$ cat src/design/cache_config.svh
// Cache subsystem geometry
`ifndef CACHE_CONFIG_SVH
`define CACHE_CONFIG_SVH

// ====================
// word and access size
// ====================
`define DATA_BITS 32
// byte, half, word
`define CACHE_TYPE_BITS 2

// ====================
// cache geometry
// ====================
// direct mapped, 32 lines of 16 bytes
`define CACHE_LINES 32
`define CACHE_INDEX_BITS 5
// byte offset inside a line
`define CACHE_OFFSET_BITS 4
// 32 - index - offset
`define CACHE_TAG_BITS 23
// one line is four words
`define CACHE_DATA_BITS 128
// one enable per byte of a line
`define CACHE_WRITE_BITS 16

// ====================
// main memory
// ====================
// word depth, higher addresses wrap
`define MEM_WORDS 1024
// wait cycles ahead of the done cycle
`define MEM_LATENCY 3

`endif

$ cat src/design/cache_pkg.sv
// Cache subsystem types
`include "cache_config.svh"

package cache_pkg;

  // ====================
  // address word
  // ====================
  typedef struct packed {
    logic [`CACHE_TAG_BITS-1:0]    tag;
    logic [`CACHE_INDEX_BITS-1:0]  index;
    logic [`CACHE_OFFSET_BITS-1:0] offset;
  } addr_fields_t;

  // same word, raw byte address or tag/index/offset
  typedef union packed {
    logic [`DATA_BITS-1:0] raw;
    addr_fields_t          f;
  } cache_addr_u;

  typedef enum logic [`CACHE_TYPE_BITS-1:0] {
    ACC_BYTE = 2'd0,
    ACC_HALF = 2'd1,
    ACC_WORD = 2'd2
  } access_type_e;

  // ====================
  // port bundles
  // ====================
  // 1 + 1 + 32 + 32 + 2 bits
  typedef struct packed {
    logic                  req;
    logic                  write;
    cache_addr_u           addr;
    logic [`DATA_BITS-1:0] wdata;
    access_type_e          acc_type;
  } core_req_t;

  // stall is the wait level, high until the done cycle
  typedef struct packed {
    logic [`DATA_BITS-1:0] rdata;
    logic                  stall;
  } core_rsp_t;

  // memory bus, same layout as the core side
  typedef struct packed {
    logic                  req;
    logic                  write;
    cache_addr_u           addr;
    logic [`DATA_BITS-1:0] wdata;
    access_type_e          acc_type;
  } mem_req_t;

  typedef struct packed {
    logic [`DATA_BITS-1:0] rdata;
    logic                  stall;
  } mem_rsp_t;

  typedef enum logic [2:0] {
    IDLE,
    CHECK,
    FILL,
    DELIVER,
    WRITE
  } ctrl_state_e;

  // byte lanes touched by a store at this offset
  function automatic logic [3:0] byte_mask(access_type_e t, logic [1:0] off);
    logic [3:0] m;
    case (t)
      ACC_BYTE: m = 4'b0001 << off;
      ACC_HALF: m = 4'b0011 << {off[1], 1'b0};
      default:  m = 4'b1111;
    endcase
    return m;
  endfunction

  // store data copied into every lane, mask picks the live one
  function automatic logic [`DATA_BITS-1:0] lane_data(logic [`DATA_BITS-1:0] d,
                                                      access_type_e t);
    logic [`DATA_BITS-1:0] r;
    case (t)
      ACC_BYTE: r = {4{d[7:0]}};
      ACC_HALF: r = {2{d[15:0]}};
      default:  r = d;
    endcase
    return r;
  endfunction

endpackage

$ cat src/design/tag_array.sv
// Cache tag RAM
`include "cache_config.svh"

module tag_array (
  input  logic                         clk,
  input  logic [`CACHE_INDEX_BITS-1:0] addr,
  input  logic [`CACHE_TAG_BITS-1:0]   wdata,
  input  logic                         we,
  output logic [`CACHE_TAG_BITS-1:0]   rdata
);

  // one tag per line
  logic [`CACHE_TAG_BITS-1:0] mem [`CACHE_LINES];

  // ====================
  // write and read port
  // ====================
  // registered read
  // a write in the same cycle shows up on rdata next cycle
  always_ff @(posedge clk) begin
    if (we) begin
      mem[addr] <= wdata;
      rdata     <= wdata;
    end else begin
      rdata <= mem[addr];
    end
  end

endmodule

$ cat src/design/data_array.sv
// Cache line RAM
`include "cache_config.svh"

module data_array (
  input  logic                         clk,
  input  logic [`CACHE_INDEX_BITS-1:0] addr,
  input  logic [`CACHE_DATA_BITS-1:0]  wdata,
  input  logic [`CACHE_WRITE_BITS-1:0] byte_we,
  output logic [`CACHE_DATA_BITS-1:0]  rdata
);

  // one 16-byte line per entry
  logic [`CACHE_DATA_BITS-1:0] mem [`CACHE_LINES];

  // ====================
  // byte-masked port
  // ====================
  // fills write one word, stores write one to four bytes
  // unmasked bytes read back the stored line
  always_ff @(posedge clk) begin
    for (int b = 0; b < `CACHE_WRITE_BITS; b++) begin
      if (byte_we[b]) begin
        mem[addr][b*8 +: 8] <= wdata[b*8 +: 8];
        // write-first per byte
        rdata[b*8 +: 8]     <= wdata[b*8 +: 8];
      end else begin
        rdata[b*8 +: 8] <= mem[addr][b*8 +: 8];
      end
    end
  end

endmodule

$ cat src/design/l1c_inst.sv
// L1 instruction cache controller
`include "cache_config.svh"

module l1c_inst (
  input  logic                 clk,
  input  logic                 rst_n,
  input  cache_pkg::core_req_t core_req,
  output cache_pkg::core_rsp_t core_rsp,
  output cache_pkg::mem_req_t  mem_req,
  input  cache_pkg::mem_rsp_t  mem_rsp
);
  import cache_pkg::*;

  // word select inside a line
  localparam int WORD_SEL_BITS = `CACHE_OFFSET_BITS - 2;
  localparam int LINE_WORDS = `CACHE_DATA_BITS / `DATA_BITS;

  ctrl_state_e                  state, state_nx;
  logic [`CACHE_LINES-1:0]      valid;
  logic [WORD_SEL_BITS-1:0]     fill_cnt;
  logic [`DATA_BITS-1:0]        fill_word;
  logic [`CACHE_INDEX_BITS-1:0] index;
  logic [WORD_SEL_BITS-1:0]     word_sel;
  logic [`CACHE_TAG_BITS-1:0]   tag_rdata;
  logic                         tag_we;
  logic [`CACHE_DATA_BITS-1:0]  da_rdata;
  logic [`CACHE_DATA_BITS-1:0]  da_wdata;
  logic [`CACHE_WRITE_BITS-1:0] da_byte_we;
  logic                         hit;
  logic                         fill_step;

  // request is held stable while stalled, so decode it directly
  assign index    = core_req.addr.f.index;
  assign word_sel = core_req.addr.f.offset[`CACHE_OFFSET_BITS-1:2];

  // tag and valid compare, arrays were read in the previous cycle
  assign hit = valid[index] && (tag_rdata == core_req.addr.f.tag);

  // one refill word accepted by memory
  assign fill_step = (state == FILL) && !mem_rsp.stall;

  // ====================
  // arrays
  // ====================
  tag_array tag_array_i (
    .clk  (clk),
    .addr (index),
    .wdata(core_req.addr.f.tag),
    .we   (tag_we),
    .rdata(tag_rdata)
  );

  data_array data_array_i (
    .clk    (clk),
    .addr   (index),
    .wdata  (da_wdata),
    .byte_we(da_byte_we),
    .rdata  (da_rdata)
  );

  // ====================
  // control state
  // ====================
  always_ff @(posedge clk or negedge rst_n) begin
    if (!rst_n) begin
      state    <= IDLE;
      fill_cnt <= '0;
      valid    <= '0;
    end else begin
      state <= state_nx;
      if (fill_step) begin
        // wraps back to zero after the last word
        fill_cnt <= fill_cnt + 1'b1;
        if (fill_cnt == '1) begin
          valid[index] <= 1'b1;
        end
      end
    end
  end

  // keep the word the core asked for
  always_ff @(posedge clk) begin
    if (fill_step && (fill_cnt == word_sel)) begin
      fill_word <= mem_rsp.rdata;
    end
  end

  always_comb begin
    state_nx = state;
    case (state)
      IDLE: begin
        if (core_req.req) begin
          state_nx = CHECK;
        end
      end
      CHECK: begin
        if (core_req.write) begin
          state_nx = WRITE;
        end else if (hit) begin
          state_nx = IDLE;
        end else begin
          state_nx = FILL;
        end
      end
      FILL: begin
        if (fill_step && (fill_cnt == '1)) begin
          state_nx = DELIVER;
        end
      end
      DELIVER: state_nx = IDLE;
      WRITE: begin
        if (!mem_rsp.stall) begin
          state_nx = IDLE;
        end
      end
      default: state_nx = IDLE;
    endcase
  end

  // ====================
  // outputs and array writes
  // ====================
  always_comb begin
    core_rsp   = '0;
    mem_req    = '0;
    tag_we     = 1'b0;
    da_byte_we = '0;
    // refill word in every lane, the enables pick one
    da_wdata   = {LINE_WORDS{mem_rsp.rdata}};
    case (state)
      IDLE: begin
        // lookup cycle
        core_rsp.stall = core_req.req;
      end
      CHECK: begin
        core_rsp.stall = core_req.write || !hit;
        core_rsp.rdata = da_rdata[word_sel*`DATA_BITS +: `DATA_BITS];
      end
      FILL: begin
        core_rsp.stall       = 1'b1;
        mem_req.req          = 1'b1;
        mem_req.write        = 1'b0;
        mem_req.addr.f.tag   = core_req.addr.f.tag;
        mem_req.addr.f.index = index;
        mem_req.addr.f.offset = {fill_cnt, 2'b00};
        mem_req.acc_type     = ACC_WORD;
        if (!mem_rsp.stall) begin
          da_byte_we[{fill_cnt, 2'b00} +: 4] = 4'hf;
          // tag goes in with the last word
          tag_we = (fill_cnt == '1);
        end
      end
      DELIVER: begin
        core_rsp.rdata = fill_word;
      end
      WRITE: begin
        // write-through, store goes out unchanged
        mem_req        = mem_req_t'(core_req);
        core_rsp.stall = mem_rsp.stall;
        core_rsp.rdata = mem_rsp.rdata;
        // no allocate, the line is patched only on a hit
        if (!mem_rsp.stall && hit) begin
          da_byte_we[{word_sel, 2'b00} +: 4] =
            byte_mask(core_req.acc_type, core_req.addr.f.offset[1:0]);
          da_wdata = {LINE_WORDS{lane_data(core_req.wdata, core_req.acc_type)}};
        end
      end
      default: ;
    endcase
  end

endmodule

$ cat config.mk
export PLATFORM = sky130hd
export DESIGN_NAME = l1c_inst
export DESIGN_NICKNAME = d
export VERILOG_FILES = /design/src/design/cache_pkg.sv /design/src/design/tag_array.sv /design/src/design/data_array.sv /design/src/design/l1c_inst.sv
export VERILOG_INCLUDE_DIRS = /design/src /design/src/design
export SDC_FILE = /design/constraint.sdc
export NUM_CORES = 2
export LEC_CHECK = 0
export ABC_CLOCK_PERIOD_IN_PS = 5100
export BUFFER_PORTS_ARGS = -buffer_cell sky130_fd_sc_hd__buf_2
export CAP_MARGIN = 20
export CORE_MARGIN = 5
export CORE_UTILIZATION = 35
export CTS_BUF_LIST = sky130_fd_sc_hd__clkbuf_4 sky130_fd_sc_hd__clkbuf_8
export DETAILED_ROUTE_END_ITERATION = 8
export GPL_TIMING_DRIVEN = 0
export PLACE_DENSITY = 0.55
export SLEW_MARGIN = 0
export SYNTH_ARGS = -nofsm -noshare
export SYNTH_HDL_FRONTEND = slang
export SYNTH_MEMORY_MAX_BITS = 65536
export SYNTH_SLANG_ARGS = --single-unit
export TNS_END_PERCENT = 50
$ cat constraint.sdc
create_clock -name clk -period 5.1 [get_ports clk]
set_input_delay 0 -clock clk [delete_from_list [all_inputs] [get_ports clk]]
set_output_delay 0 -clock clk [all_outputs]
set_load 0.02 [all_outputs]
==> flow_summary.yaml <==
placement:
  port_buffers: 203
  dpl_worst_slack_ps: -2337
  dp.cells: 16020
  finalWeightedCongestion: 0.9011
  place_area_um2: 205700
  place_hpwl_mm: 436.9
logic_synthesis:
  synthesis.area_um2: 191100
  synth_ff_type: "edfxtp_1"
  avgSynthCellArea_um2: 22.74
  synth_edf_count: 4864
  ys_types: 65
  netlist_instances: 8404
  yosys_warnings: 0
  synth_seq_area_share_pct: 76.96
  syn_nets: 8517
  ys_seq_elements: 4906
  ys_async_sr_fraction_pct: 0.7542
global_routing:
  grt_pass1_vias: 100000
  gr-total-overflow: 0
  grt_max_degree: 129
  grtUsageTotal_pct: 22.26
  antenna_found_initial: 87
  grt_first_pass_wirelength_mm: 856.3
setup_path:
  path_common_cell: "buf_16"
  path_cells: "buf_6 > buf_12 > buf_16 > buf_16 > buf_12 > nand3b_1 > o221ai_2 > a211oi_4 > a32oi_1 > o211ai_1 > or4_4 > nor4_4 > clkbuf_16 > buf_6 > nand3b_4 > buf_16 > mux2_8 > buf_16"
  critPathBufInv: 9
  max_stage_delay_ps: 750
  end_kind: "register"
  cp.required_ps: 5750
  worst_setup_path_start_kind: "register"
  crit_family: "buffers and inverters"
  critical_path_class: "register to register"
  crit_slowest_cell: "nor4_4"
  worstPathMaxFanout: 96
  arrival_ps: 6460
drt:
  dr.pass1.iters: 6
  drt_iter0_drc: 15380
  drc: 0
  ant_nets: 0
  vias: 101800
  wirelength_mm: 657.8
  routed_via_density: 5.721
  wl_per_cell_um: 36.97
timing:
  finalHoldViolCount: 0
  skew_ps: 187.8
  rsz0062_at_grt: "true"
  finalCritPeriodShare_pct: 113.9
  drv_slew: 7
  tightestPinTransition_ps: 1941
  layout_min_cycle_time_ps: 5809
  relSlewSlack_pct: -30.75
  finalSetupTns_ps: -2033770
  finalSetupViolations: 7606
  fmax_ghz: 0.1722
  setup_slack_ps: -708.8
die:
  fp.dieW_um: 749.0
  die-height_um: 749.0
  ios: 204
  dieArea_um2: 560900
  initial_core_util_pct: 35.10
  rows: 271
  core_area_um2: 544600
final_layout:
  layout.nets: 10020
  mostFrequentLayoutCells: "4864 x edfxtp_1, 1475 x mux4_2, 814 x clkbuf_8, 300 x clkbuf_4, 253 x nor2_1"
  drive_gt1_share_pct: 39.56
  fin_area_um2: 229500
  final_common_cell: "edfxtp_1"
  final_cells: 17800
  syn_to_final_growth_pct: 20.07
pwr:
  irDropWorstVdd_uv: 268.4
  pwr_density_cell_nw_per_um2: 372.5
  leakage_nw: 72.24
  power_mw: 85.49
clock_network:
  cts_buffer_depth: 4
  cts_max_level: 6
  cts_root_buffer: "clkbuf_8"
  cts_buffers: 772
  path_clk_slew_ps: 70
  tritoncts: "done"
  clock_latency_ps: 1340
  clock_sinks: 4906
status:
  violations: "capacitance limit, slew limit, setup timing"
  status: "complete, but fails checks"
worst_hold_path:
  min_path_type: "primary input to register"
run:
  max_cap_violations: 2
## worst min-delay path: stages
cell	delay, ps
dlygate4sd3_1	520
buf_2	130
dlygate4sd3_1	620
## registers in the layout, indices dropped and copies added (netlist names), named ones only
name / cells
data_array_i.mem: 4096
fill_cnt: 2
fill_word: 32
state: 3
tag_array_i.mem: 736
valid: 32
## metal layers
layer,part of all wire [%],track usage [%],up-vias
met5,0.077,0.1200,-
met4,5.1,8.834,30
met3,12,5.382,1334
met2,45,34.65,6700
met1,38,30.21,54990
li1,-,-,38760
## stage by stage
| stage | hold WS (ps) | utilization [%] |
|---|---|---|
| after floorplan | -295.6 | - |
| after global placement | 118.4 | 36.95 |
| after detailed placement | 108.5 | 37.77 |
| after CTS | 0.9358 | 41.75 |
| after global routing | 83.78 | 42.13 |
| final | 112.1 | 42.14 |
## cell type report
class                           instances  area, um^2
Fill cell                           46780      315100
Sequential cell                      4906      147100
Multi-Input combinational cell       3001       44730
Clock buffer                         1015       12500
Tap cell                             7234        9051
Timing Repair Buffer                  715        8691
Buffer                                502        4816
Clock inverter                        380        2466
Antenna cell                           29       72.57
Inverter                               13       53.80
## cell usage after synthesis (37+ instances only)
cell         n  area share (%)
edfxtp_1  4864              76
mux4_2    1475              17
nor2_1     574             1.1
clkbuf_1   296            0.58
nand2_1    171            0.34
mux2i_1    156            0.82
buf_2      111            0.29
a21oi_1    108            0.28
and2_1      72            0.24
buf_1       71            0.14
a22oi_1     63            0.25
o21ai_0     54            0.14
dfrtp_1     37            0.48
## repair_timing
item	in CTS	in global routing
hold buffers	198	4
pin swaps	15	26
endpoints found under the hold margin	4709	277
resized for setup	1265	295
endpoints found under the setup margin	8226	8213
cloned	14	21
setup buffers	61	31
## path summary, 6_finish.rpt
kind	from	endpoint	slack, ps	cells after the start
hold / removal	mem_rsp[24]	fill_word[23]$_DFFE_PP_	110	3
hold reg to reg	valid[8]$_DFFE_PN0P_	valid[8]$_DFFE_PN0P_	470	1
setup / recovery	register	data_array_i.mem[22][27]$_DFFE_PP_	-710	18
setup reg to reg	register	data_array_i.mem[22][27]$_DFFE_PP_	-710	18
max in group asynchronous	rst_n	valid[8]$_DFFE_PN0P_	4110	6
min in group asynchronous	rst_n	valid[9]$_DFFE_PN0P_	610	5
## cell families (layout without fill, tap and decap cells)
logic type	Yosys count	in the layout	synth area share, %
compound gates	289	289	0.9414
other cells	0	29	0
flops	4906	4906	76.96
mux	1682	1704	18.55
buf+inv	519	2625	1.161
fa+ha+maj	10	10	0.06547
simple gates	980	980	2.240
xor+xnor	18	18	0.08249
## power breakdown
part           internal, mW  leakage (nW)  switching [mW]  total, mW
clock network          16.9          7.94            16.1       33.0
registers              44.5          44.3          0.0693       44.5
logic                  2.71          20.0            5.29       7.99
total                  64.1          72.2            21.4       85.5
(Power assumes the default switching activity.)
