### src/design/cache_config.svh
// Cache subsystem geometry
`ifndef CACHE_CONFIG_SVH
`define CACHE_CONFIG_SVH

// ====================
// word and access size
// ====================
`define DATA_BITS 32
// byte, half, word
`define CACHE_TYPE_BITS 2

// ====================
// cache geometry
// ====================
// direct mapped, 32 lines of 16 bytes
`define CACHE_LINES 32
`define CACHE_INDEX_BITS 5
// byte offset inside a line
`define CACHE_OFFSET_BITS 4
// 32 - index - offset
`define CACHE_TAG_BITS 23
// one line is four words
`define CACHE_DATA_BITS 128
// one enable per byte of a line
`define CACHE_WRITE_BITS 16

// ====================
// main memory
// ====================
// word depth, higher addresses wrap
`define MEM_WORDS 1024
// wait cycles ahead of the done cycle
`define MEM_LATENCY 3

`endif

### src/design/cache_pkg.sv
// Cache subsystem types
`include "cache_config.svh"

package cache_pkg;

  // ====================
  // address word
  // ====================
  typedef struct packed {
    logic [`CACHE_TAG_BITS-1:0]    tag;
    logic [`CACHE_INDEX_BITS-1:0]  index;
    logic [`CACHE_OFFSET_BITS-1:0] offset;
  } addr_fields_t;

  // same word, raw byte address or tag/index/offset
  typedef union packed {
    logic [`DATA_BITS-1:0] raw;
    addr_fields_t          f;
  } cache_addr_u;

  typedef enum logic [`CACHE_TYPE_BITS-1:0] {
    ACC_BYTE = 2'd0,
    ACC_HALF = 2'd1,
    ACC_WORD = 2'd2
  } access_type_e;

  // ====================
  // port bundles
  // ====================
  // 1 + 1 + 32 + 32 + 2 bits
  typedef struct packed {
    logic                  req;
    logic                  write;
    cache_addr_u           addr;
    logic [`DATA_BITS-1:0] wdata;
    access_type_e          acc_type;
  } core_req_t;

  // stall is the wait level, high until the done cycle
  typedef struct packed {
    logic [`DATA_BITS-1:0] rdata;
    logic                  stall;
  } core_rsp_t;

  // memory bus, same layout as the core side
  typedef struct packed {
    logic                  req;
    logic                  write;
    cache_addr_u           addr;
    logic [`DATA_BITS-1:0] wdata;
    access_type_e          acc_type;
  } mem_req_t;

  typedef struct packed {
    logic [`DATA_BITS-1:0] rdata;
    logic                  stall;
  } mem_rsp_t;

  typedef enum logic [2:0] {
    IDLE,
    CHECK,
    FILL,
    DELIVER,
    WRITE
  } ctrl_state_e;

  // byte lanes touched by a store at this offset
  function automatic logic [3:0] byte_mask(access_type_e t, logic [1:0] off);
    logic [3:0] m;
    case (t)
      ACC_BYTE: m = 4'b0001 << off;
      ACC_HALF: m = 4'b0011 << {off[1], 1'b0};
      default:  m = 4'b1111;
    endcase
    return m;
  endfunction

  // store data copied into every lane, mask picks the live one
  function automatic logic [`DATA_BITS-1:0] lane_data(logic [`DATA_BITS-1:0] d,
                                                      access_type_e t);
    logic [`DATA_BITS-1:0] r;
    case (t)
      ACC_BYTE: r = {4{d[7:0]}};
      ACC_HALF: r = {2{d[15:0]}};
      default:  r = d;
    endcase
    return r;
  endfunction

endpackage

### src/design/mem_arbiter.sv
// Memory bus round-robin arbiter
module mem_arbiter (
  input  logic                clk,
  input  logic                rst_n,
  input  cache_pkg::mem_req_t c_req,
  output cache_pkg::mem_rsp_t c_rsp,
  input  cache_pkg::mem_req_t d_req,
  output cache_pkg::mem_rsp_t d_rsp,
  output cache_pkg::mem_req_t bus_req,
  input  cache_pkg::mem_rsp_t bus_rsp
);
  import cache_pkg::*;

  // transaction open on the bus
  logic busy;
  // granted peer, 0 cache, 1 data port
  logic sel;
  // last served peer
  logic last;
  logic pick_d;

  // data port wins alone or on a tie after a cache turn
  assign pick_d = d_req.req && (!c_req.req || !last);

  // ====================
  // grant register
  // ====================
  always_ff @(posedge clk or negedge rst_n) begin
    if (!rst_n) begin
      busy <= 1'b0;
      sel  <= 1'b0;
      // first tie goes to the cache
      last <= 1'b1;
    end else if (!busy) begin
      if (c_req.req || d_req.req) begin
        busy <= 1'b1;
        sel  <= pick_d;
        last <= pick_d;
      end
    end else if (!bus_rsp.stall) begin
      // done cycle of the granted peer
      busy <= 1'b0;
    end
  end

  // ====================
  // routing
  // ====================
  always_comb begin
    bus_req = '0;
    // anyone not on the bus just waits
    c_rsp.rdata = '0;
    c_rsp.stall = c_req.req;
    d_rsp.rdata = '0;
    d_rsp.stall = d_req.req;
    if (busy) begin
      if (sel) begin
        bus_req = d_req;
        d_rsp   = bus_rsp;
      end else begin
        bus_req = c_req;
        c_rsp   = bus_rsp;
      end
    end
  end

endmodule

### config.mk
export PLATFORM = sky130hd
export DESIGN_NAME = mem_arbiter
export DESIGN_NICKNAME = d
export VERILOG_FILES = /design/src/design/cache_pkg.sv /design/src/design/mem_arbiter.sv
export VERILOG_INCLUDE_DIRS = /design/src /design/src/design
export SDC_FILE = /design/constraint.sdc
export NUM_CORES = 1
export LEC_CHECK = 0
export ABC_AREA = 1
export ABC_CLOCK_PERIOD_IN_PS = 1980
export BUFFER_PORTS_ARGS = -buffer_cell sky130_fd_sc_hd__buf_4
export CORE_AREA = 2 2 118 120
export CTS_BUF_LIST = sky130_fd_sc_hd__clkbuf_16
export CTS_CLUSTER_SIZE = 28
export DETAILED_ROUTE_END_ITERATION = 8
export DIE_AREA = 0 0 120 122
export MAX_ROUTING_LAYER = met4
export SLEW_MARGIN = 20
export SYNTH_ARGS = -nofsm -noshare
export SYNTH_HDL_FRONTEND = slang
export SYNTH_SLANG_ARGS = --single-unit
### constraint.sdc
create_clock -name clk -period 1.98 [get_ports clk]
set_input_delay 0.396 -clock clk [delete_from_list [all_inputs] [get_ports clk]]
set_output_delay 0.396 -clock clk [all_outputs]
set_load 0.02 [all_outputs]
==> results of run 1 <==
## per-stage QoR
step                      setup slack [ns]   util  instances
final                                0.101  0.302        821
after global routing               0.00206  0.302        821
after CTS                           0.0634  0.301        821
after detailed placement             0.218  0.294        816
after global placement               0.234  0.294        816
after floorplan                      0.471      -        349
## synth_stat cells
cell type | count | area share
nand2_1 | 144 | 0.35
nand3_1 | 69 | 0.23
nor2_1 | 64 | 0.16
inv_1 | 34 | 0.084
buf_2 | 13 | 0.043
clkbuf_1 | 8 | 0.020
o21ai_0 | 4 | 0.013
buf_4 | 3 | 0.015
buf_6 | 3 | 0.022
dfrtp_1 | 2 | 0.033
inv_2 | 2 | 0.0049
buf_1 | 1 | 0.0025
dfstp_2 | 1 | 0.017
nand2_4 | 1 | 0.0074
## area by class of cell
| cell class | instances | area (µm²) |
|---|---|---|
| fill | 1508 | 9430 |
| tap | 180 | 225 |
| clock buffer | 3 | 75.1 |
| inverter | 36 | 135 |
| timing repair buffer | 316 | 2400 |
| multi-input combinational | 282 | 1160 |
| sequential | 3 | 77.6 |
| clock inverter | 1 | 3.75 |
## logic make-up (layout without fill, tap and decap cells)
group / count (synthesis) / in the layout
buffers and inverters: 64 / 356
and+or+nand+nor: 278 / 278
AOI/OAI and AO/OA: 4 / 4
DFF: 3 / 3
## worst min-delay path: stages (launching register included)
cell,delay (ns)
dfstp_2,0.35
nand2_1,0.05
nand2_1,0.05
## registers in the layout, summed over array words and instances, names as in the netlist
signal and flops:
busy 1, last 1, sel 1
## per-layer routing
metal	GRT usage	part of all wire
met2	0.219	0.51
met3	0.0318	0.10
met5	-	0
met4	0.0125	0.0040
met1	0.133	0.38
## what timing repair did
| item | in CTS | in global routing |
|---|---|---|
| hold buffers | 1 | 0 |
| gates cloned | 0 | 0 |
| hold endpoints to repair | 2 | 0 |
| setup endpoints to repair | 1 | 23 |
| resized for setup | 1 | 3 |
## report_power, final
group | switching [mW] | internal (mW)
clock | 0.0563 | 0.261
sequential | 0.0267 | 0.0913
combinational | 2.22 | 1.50
total | 2.30 | 1.85
## path summary, 6_finish.rpt
kind | endpoint | slack, ns | cells past startpoint
setup reg to reg | busy$_DFF_PN0_ | 0.74 | 4
max in group asynchronous | last$_DFFE_PN1P_ | 1.26 | 2
hold reg to reg | last$_DFFE_PN1P_ | 0.47 | 2
setup / recovery | bus_req[67] | 0.10 | 5
min in group asynchronous | sel$_DFFE_PN0P_ | 0.54 | 2
hold / removal | last$_DFFE_PN1P_ | 0.47 | 2
==> impl_metrics.csv, run 1 <==
group,metric,value,unit
yosys,synthMuxAreaShare,0,
floorplanning,die_w,120,µm
worst_setup_path,worstPathArrival,1.48,ns
worst_setup_path,worstSetupPathType,"register to output pin",
place,io_buffers,304,
place,hpwl,7730,µm
timing,slew_headroom,0.769,
yosys,yosys_register_bits,3,
detailed_routing,vias_per_cell,3.87,
clock_network,cts.sink_count,3,
floorplanning,num_io_pins,305,
yosys,synthAdderAreaFrac,0,
yosys,synthXorXnorAreaFrac,0,
layout,num_antenna_cells,0,
power_and_ir_drop,p_total,4.15,mW
timing,post-route-period-util,0.949,
timing,fin_crit,1.88,ns
worst_setup_path,critical_path.max_stage_delay,0.42,ns
clock_network,cts-root-buf,"clkbuf_16",
floorplanning,dieArea,14600,µm²
clock_network,clockBufferDepth,2,
grt,grt_max_degree,49,
worst_setup_path,crit_fanout,34,
detailed_routing,vias,3175,
timing,rsz0062_at_grt,"no",
worst_hold_path,min_path_type,"register to register",
clock_network,clk_pin_slew_worst_paths,0.03,ns
worst_setup_path,cp-start-kind,"register",
detailed_routing,ant_nets,0,
timing,worst_pin_slew,0.346,ns
clock_network,h-tree-depth,1,
floorplanning,start_util,0.113,
yosys,yosys_warnings,0,
layout,drive_above_1_share,0.505,
worst_setup_path,required,1.58,ns
timing,setup_viol,0,
detailed_routing,firstDrtPassIters,4,
clock_network,cts_post_setup_buffers_inserted,0,
worst_setup_path,crit_path_end_kind,"output pin",
floorplanning,core-area,13500,µm²
layout,final_common_cell,"buf_4",
place,place.gp.congestion,0.797,
grt,gr-total-overflow,0,
floorplanning,die_h,122,µm
floorplanning,std_cell_rows,43,
layout,layout_common_cells,"buf_4 (312), nand2_1 (143), nand3_1 (69)",
power_and_ir_drop,ir_drop,0.000403,V
layout,final_cell_area,4080,µm²
yosys,synth_top_family_by_area,"simple AND/OR/NAND/NOR gates",
run,drv_cap,0,
yosys,ys_seq_area_frac,0.0501,
layout,synthToLayoutAreaGrowth,167,%
clock_network,cts_buffers,3,
detailed_routing,drt_iter0_markers,92,
worst_setup_path,r2r-start,"busy$_DFF_PN0_",
yosys,synth-simple-area-share,0.746,
timing,fmaxAchievable,532,MHz
grt,grt_usage,0.119,
worst_setup_path,critPathLaunch,"sel$_DFFE_PN0P_",
worst_setup_path,critical_path_buf_inv_count,3,
yosys,synth-compound-area-share,0.0131,
power_and_ir_drop,power.leakage,2.58,nW
timing,fin_hold_ws,0.466,ns
place,placed_cell_area,3970,µm²
outcome,status,"complete, no violations",
timing,fin_tns_setup,0,ns
power_and_ir_drop,p_per_area,1020,nW/µm²
detailed_routing,drc_errors,0,
timing,hold_viol_final,0,
detailed_routing,drt_wl_total,9530,µm
grt,antenna_found_initial,0,
yosys,netlist_area,1520,µm²
yosys,synthCells,349,
yosys,syn_avg_cell_area,4.37,µm²
grt,grt_pass1_vias,2806,
detailed_routing,wire_per_inst,11.6,µm
clock_network,tritoncts,"yes",
yosys,syn_nets,520,
worst_setup_path,crit_chain,"inv_2 -> buf_8 -> nand3_1 -> nand2_1 -> buf_4",
worst_setup_path,cp_slowest_cell,"dfrtp_1",
worst_hold_path,hp-start,"last$_DFFE_PN1P_",
grt,grt_pass1_wl,13700,µm
timing,clock_skew,0.00113,ns
worst_setup_path,cp_top_family,"buffers and inverters",
timing,slew_violations,0,
clock_network,clk_latency,0.22,ns
layout,nNetsFinal,813,
yosys,synth_cell_types,14,
Note: power is estimated with default switching activity, not from simulation.
==> inputs of run 2 (changes only) <==
Settings changed: CTS_BUF_LIST sky130_fd_sc_hd__clkbuf_16 to sky130_fd_sc_hd__clkbuf_4.
==> run 2 against run 1 <==
Net effect:
- register-to-register slack about the same
- routed wire length decreased by 0.79%
- clock-buffer cell count increased by 1
- core utilization decreased by 0.33 points
- first-iteration DRC count increased by 6.5%
==> impl_metrics.csv, run 2 (same netlist as run 1, synthesis figures left out) <==
group,metric,value,unit
grt,grt_max_degree,49,
grt,gr-total-overflow,0,
timing,post-route-period-util,0.953,
layout,synthToLayoutAreaGrowth,164,%
layout,final_common_cell,"buf_4",
detailed_routing,drc_errors,0,
place,place.gp.congestion,0.797,
worst_setup_path,required,1.58,ns
timing,clock_skew,0.000346,ns
worst_setup_path,cp-start-kind,"register",
power_and_ir_drop,p_per_area,983,nW/µm²
layout,fin_util,0.298,
layout,final_cell_area,4030,µm²
floorplanning,num_io_pins,305,
worst_hold_path,min_path_type,"register to register",
floorplanning,dieArea,14600,µm²
timing,worst_pin_slew,0.341,ns
layout,fin_cells,821,
worst_setup_path,crit_path_end_kind,"output pin",
clock_network,cts_post_setup_buffers_inserted,0,
run,drv_cap,0,
clock_network,tritoncts,"yes",
place,placed_cell_area,3970,µm²
worst_setup_path,worstPathArrival,1.49,ns
detailed_routing,drt_iter0_markers,98,
layout,nNetsFinal,813,
grt,grt_pass1_vias,2789,
layout,num_antenna_cells,0,
grt,grt_pass1_wl,13600,µm
power_and_ir_drop,power.leakage,2.56,nW
detailed_routing,vias,3161,
detailed_routing,vias_per_cell,3.85,
clock_network,cts_buffers,3,
detailed_routing,ant_nets,0,
power_and_ir_drop,p_total,3.96,mW
worst_setup_path,worstSetupPathType,"register to output pin",
detailed_routing,drt_wl_total,9460,µm
floorplanning,die_w,120,µm
timing,fin_hold_ws,0.472,ns
place,hpwl,7730,µm
timing,fmaxAchievable,530,MHz
clock_network,cts.sink_count,3,
clock_network,clk_latency,0.23,ns
timing,slew_violations,0,
floorplanning,start_util,0.113,
timing,fin_tns_setup,0,ns
timing,fin_crit,1.89,ns
clock_network,clockBufferDepth,2,
timing,slew_headroom,0.773,
clock_network,clk_pin_slew_worst_paths,0.04,ns
floorplanning,core-area,13500,µm²
floorplanning,std_cell_rows,43,
timing,setup_viol,0,
power_and_ir_drop,ir_drop,0.000428,V
timing,setup_ws,0.0924,ns
clock_network,cts-root-buf,"clkbuf_4",
layout,drive_above_1_share,0.507,
floorplanning,die_h,122,µm
worst_setup_path,crit_fanout,34,
layout,layout_common_cells,"buf_4 (311), nand2_1 (143), nand3_1 (69)",
place,io_buffers,304,
place,dp.cells,816,
layout,reg_top3,"busy (1), last (1), sel (1)",
detailed_routing,firstDrtPassIters,4,
detailed_routing,wire_per_inst,11.5,µm
grt,grt_usage,0.118,
clock_network,h-tree-depth,1,
outcome,status,"complete, no violations",
grt,antenna_found_initial,0,
place,post-place-ws,0.218,ns
timing,rsz0062_at_grt,"no",
timing,hold_viol_final,0,
run 2: cell count changes in the layout (fill, tap and decap cells not counted):
cell / previous run / this run
clkbuf_4: 0 / 4
buf_6: 1 / 2
buf_4: 312 / 311
clkbuf_16: 3 / 0
inv_1: 35 / 34
run 2: area by class of cell:
cell class              instances  area (µm²)
well taps                     180         225
multi-input cells             282        1160
fillers                      1512        9470
flip-flops and latches          3        77.6
repair buffers                316        2400
inverters                      36         135
clock buffers                   4        30.0
run 2: routing by layer:
layer  vias up  wire (µm)  part of all wire  GRT usage
met1      1347       3590              0.38      0.133
met5         -          0                 0          -
li1       1644          -                 -          -
met3         4        978              0.10     0.0318
met4         0         31            0.0033     0.0103
met2       166       4850              0.51      0.216
run 2: timing repair:
action,in CTS,in global routing
endpoints found under the hold margin,2,0
pin swaps,0,0
hold buffers,1,0
gates resized for setup,1,4
endpoints found under the setup margin,1,30
run 2: final timing paths:
path                                   from               end  slack (ns)  depth (start not counted)
setup / recovery            sel$_DFFE_PN0P_       bus_req[67]        0.09                          5
min in group asynchronous             rst_n    busy$_DFF_PN0_        0.52                          2
max in group asynchronous             rst_n  last$_DFFE_PN1P_        1.27                          2
hold / removal             last$_DFFE_PN1P_  last$_DFFE_PN1P_        0.47                          2
hold reg to reg            last$_DFFE_PN1P_  last$_DFFE_PN1P_        0.47                          2
setup reg to reg             busy$_DFF_PN0_    busy$_DFF_PN0_        0.75                          4
run 2: power breakdown:
part	total (mW)	switching (mW)	leakage [nW]	internal [mW]
clock	0.123	0.0340	0.0184	0.0893
sequential	0.117	0.0262	0.0332	0.0912
combinational	3.72	2.22	2.51	1.50
run 2: critical path: stages, from the launching register on:
cell,delay [ns]
dfrtp_1,0.42
inv_2,0.12
buf_8,0.23
nand3_1,0.21
nand2_1,0.13
buf_4,0.14
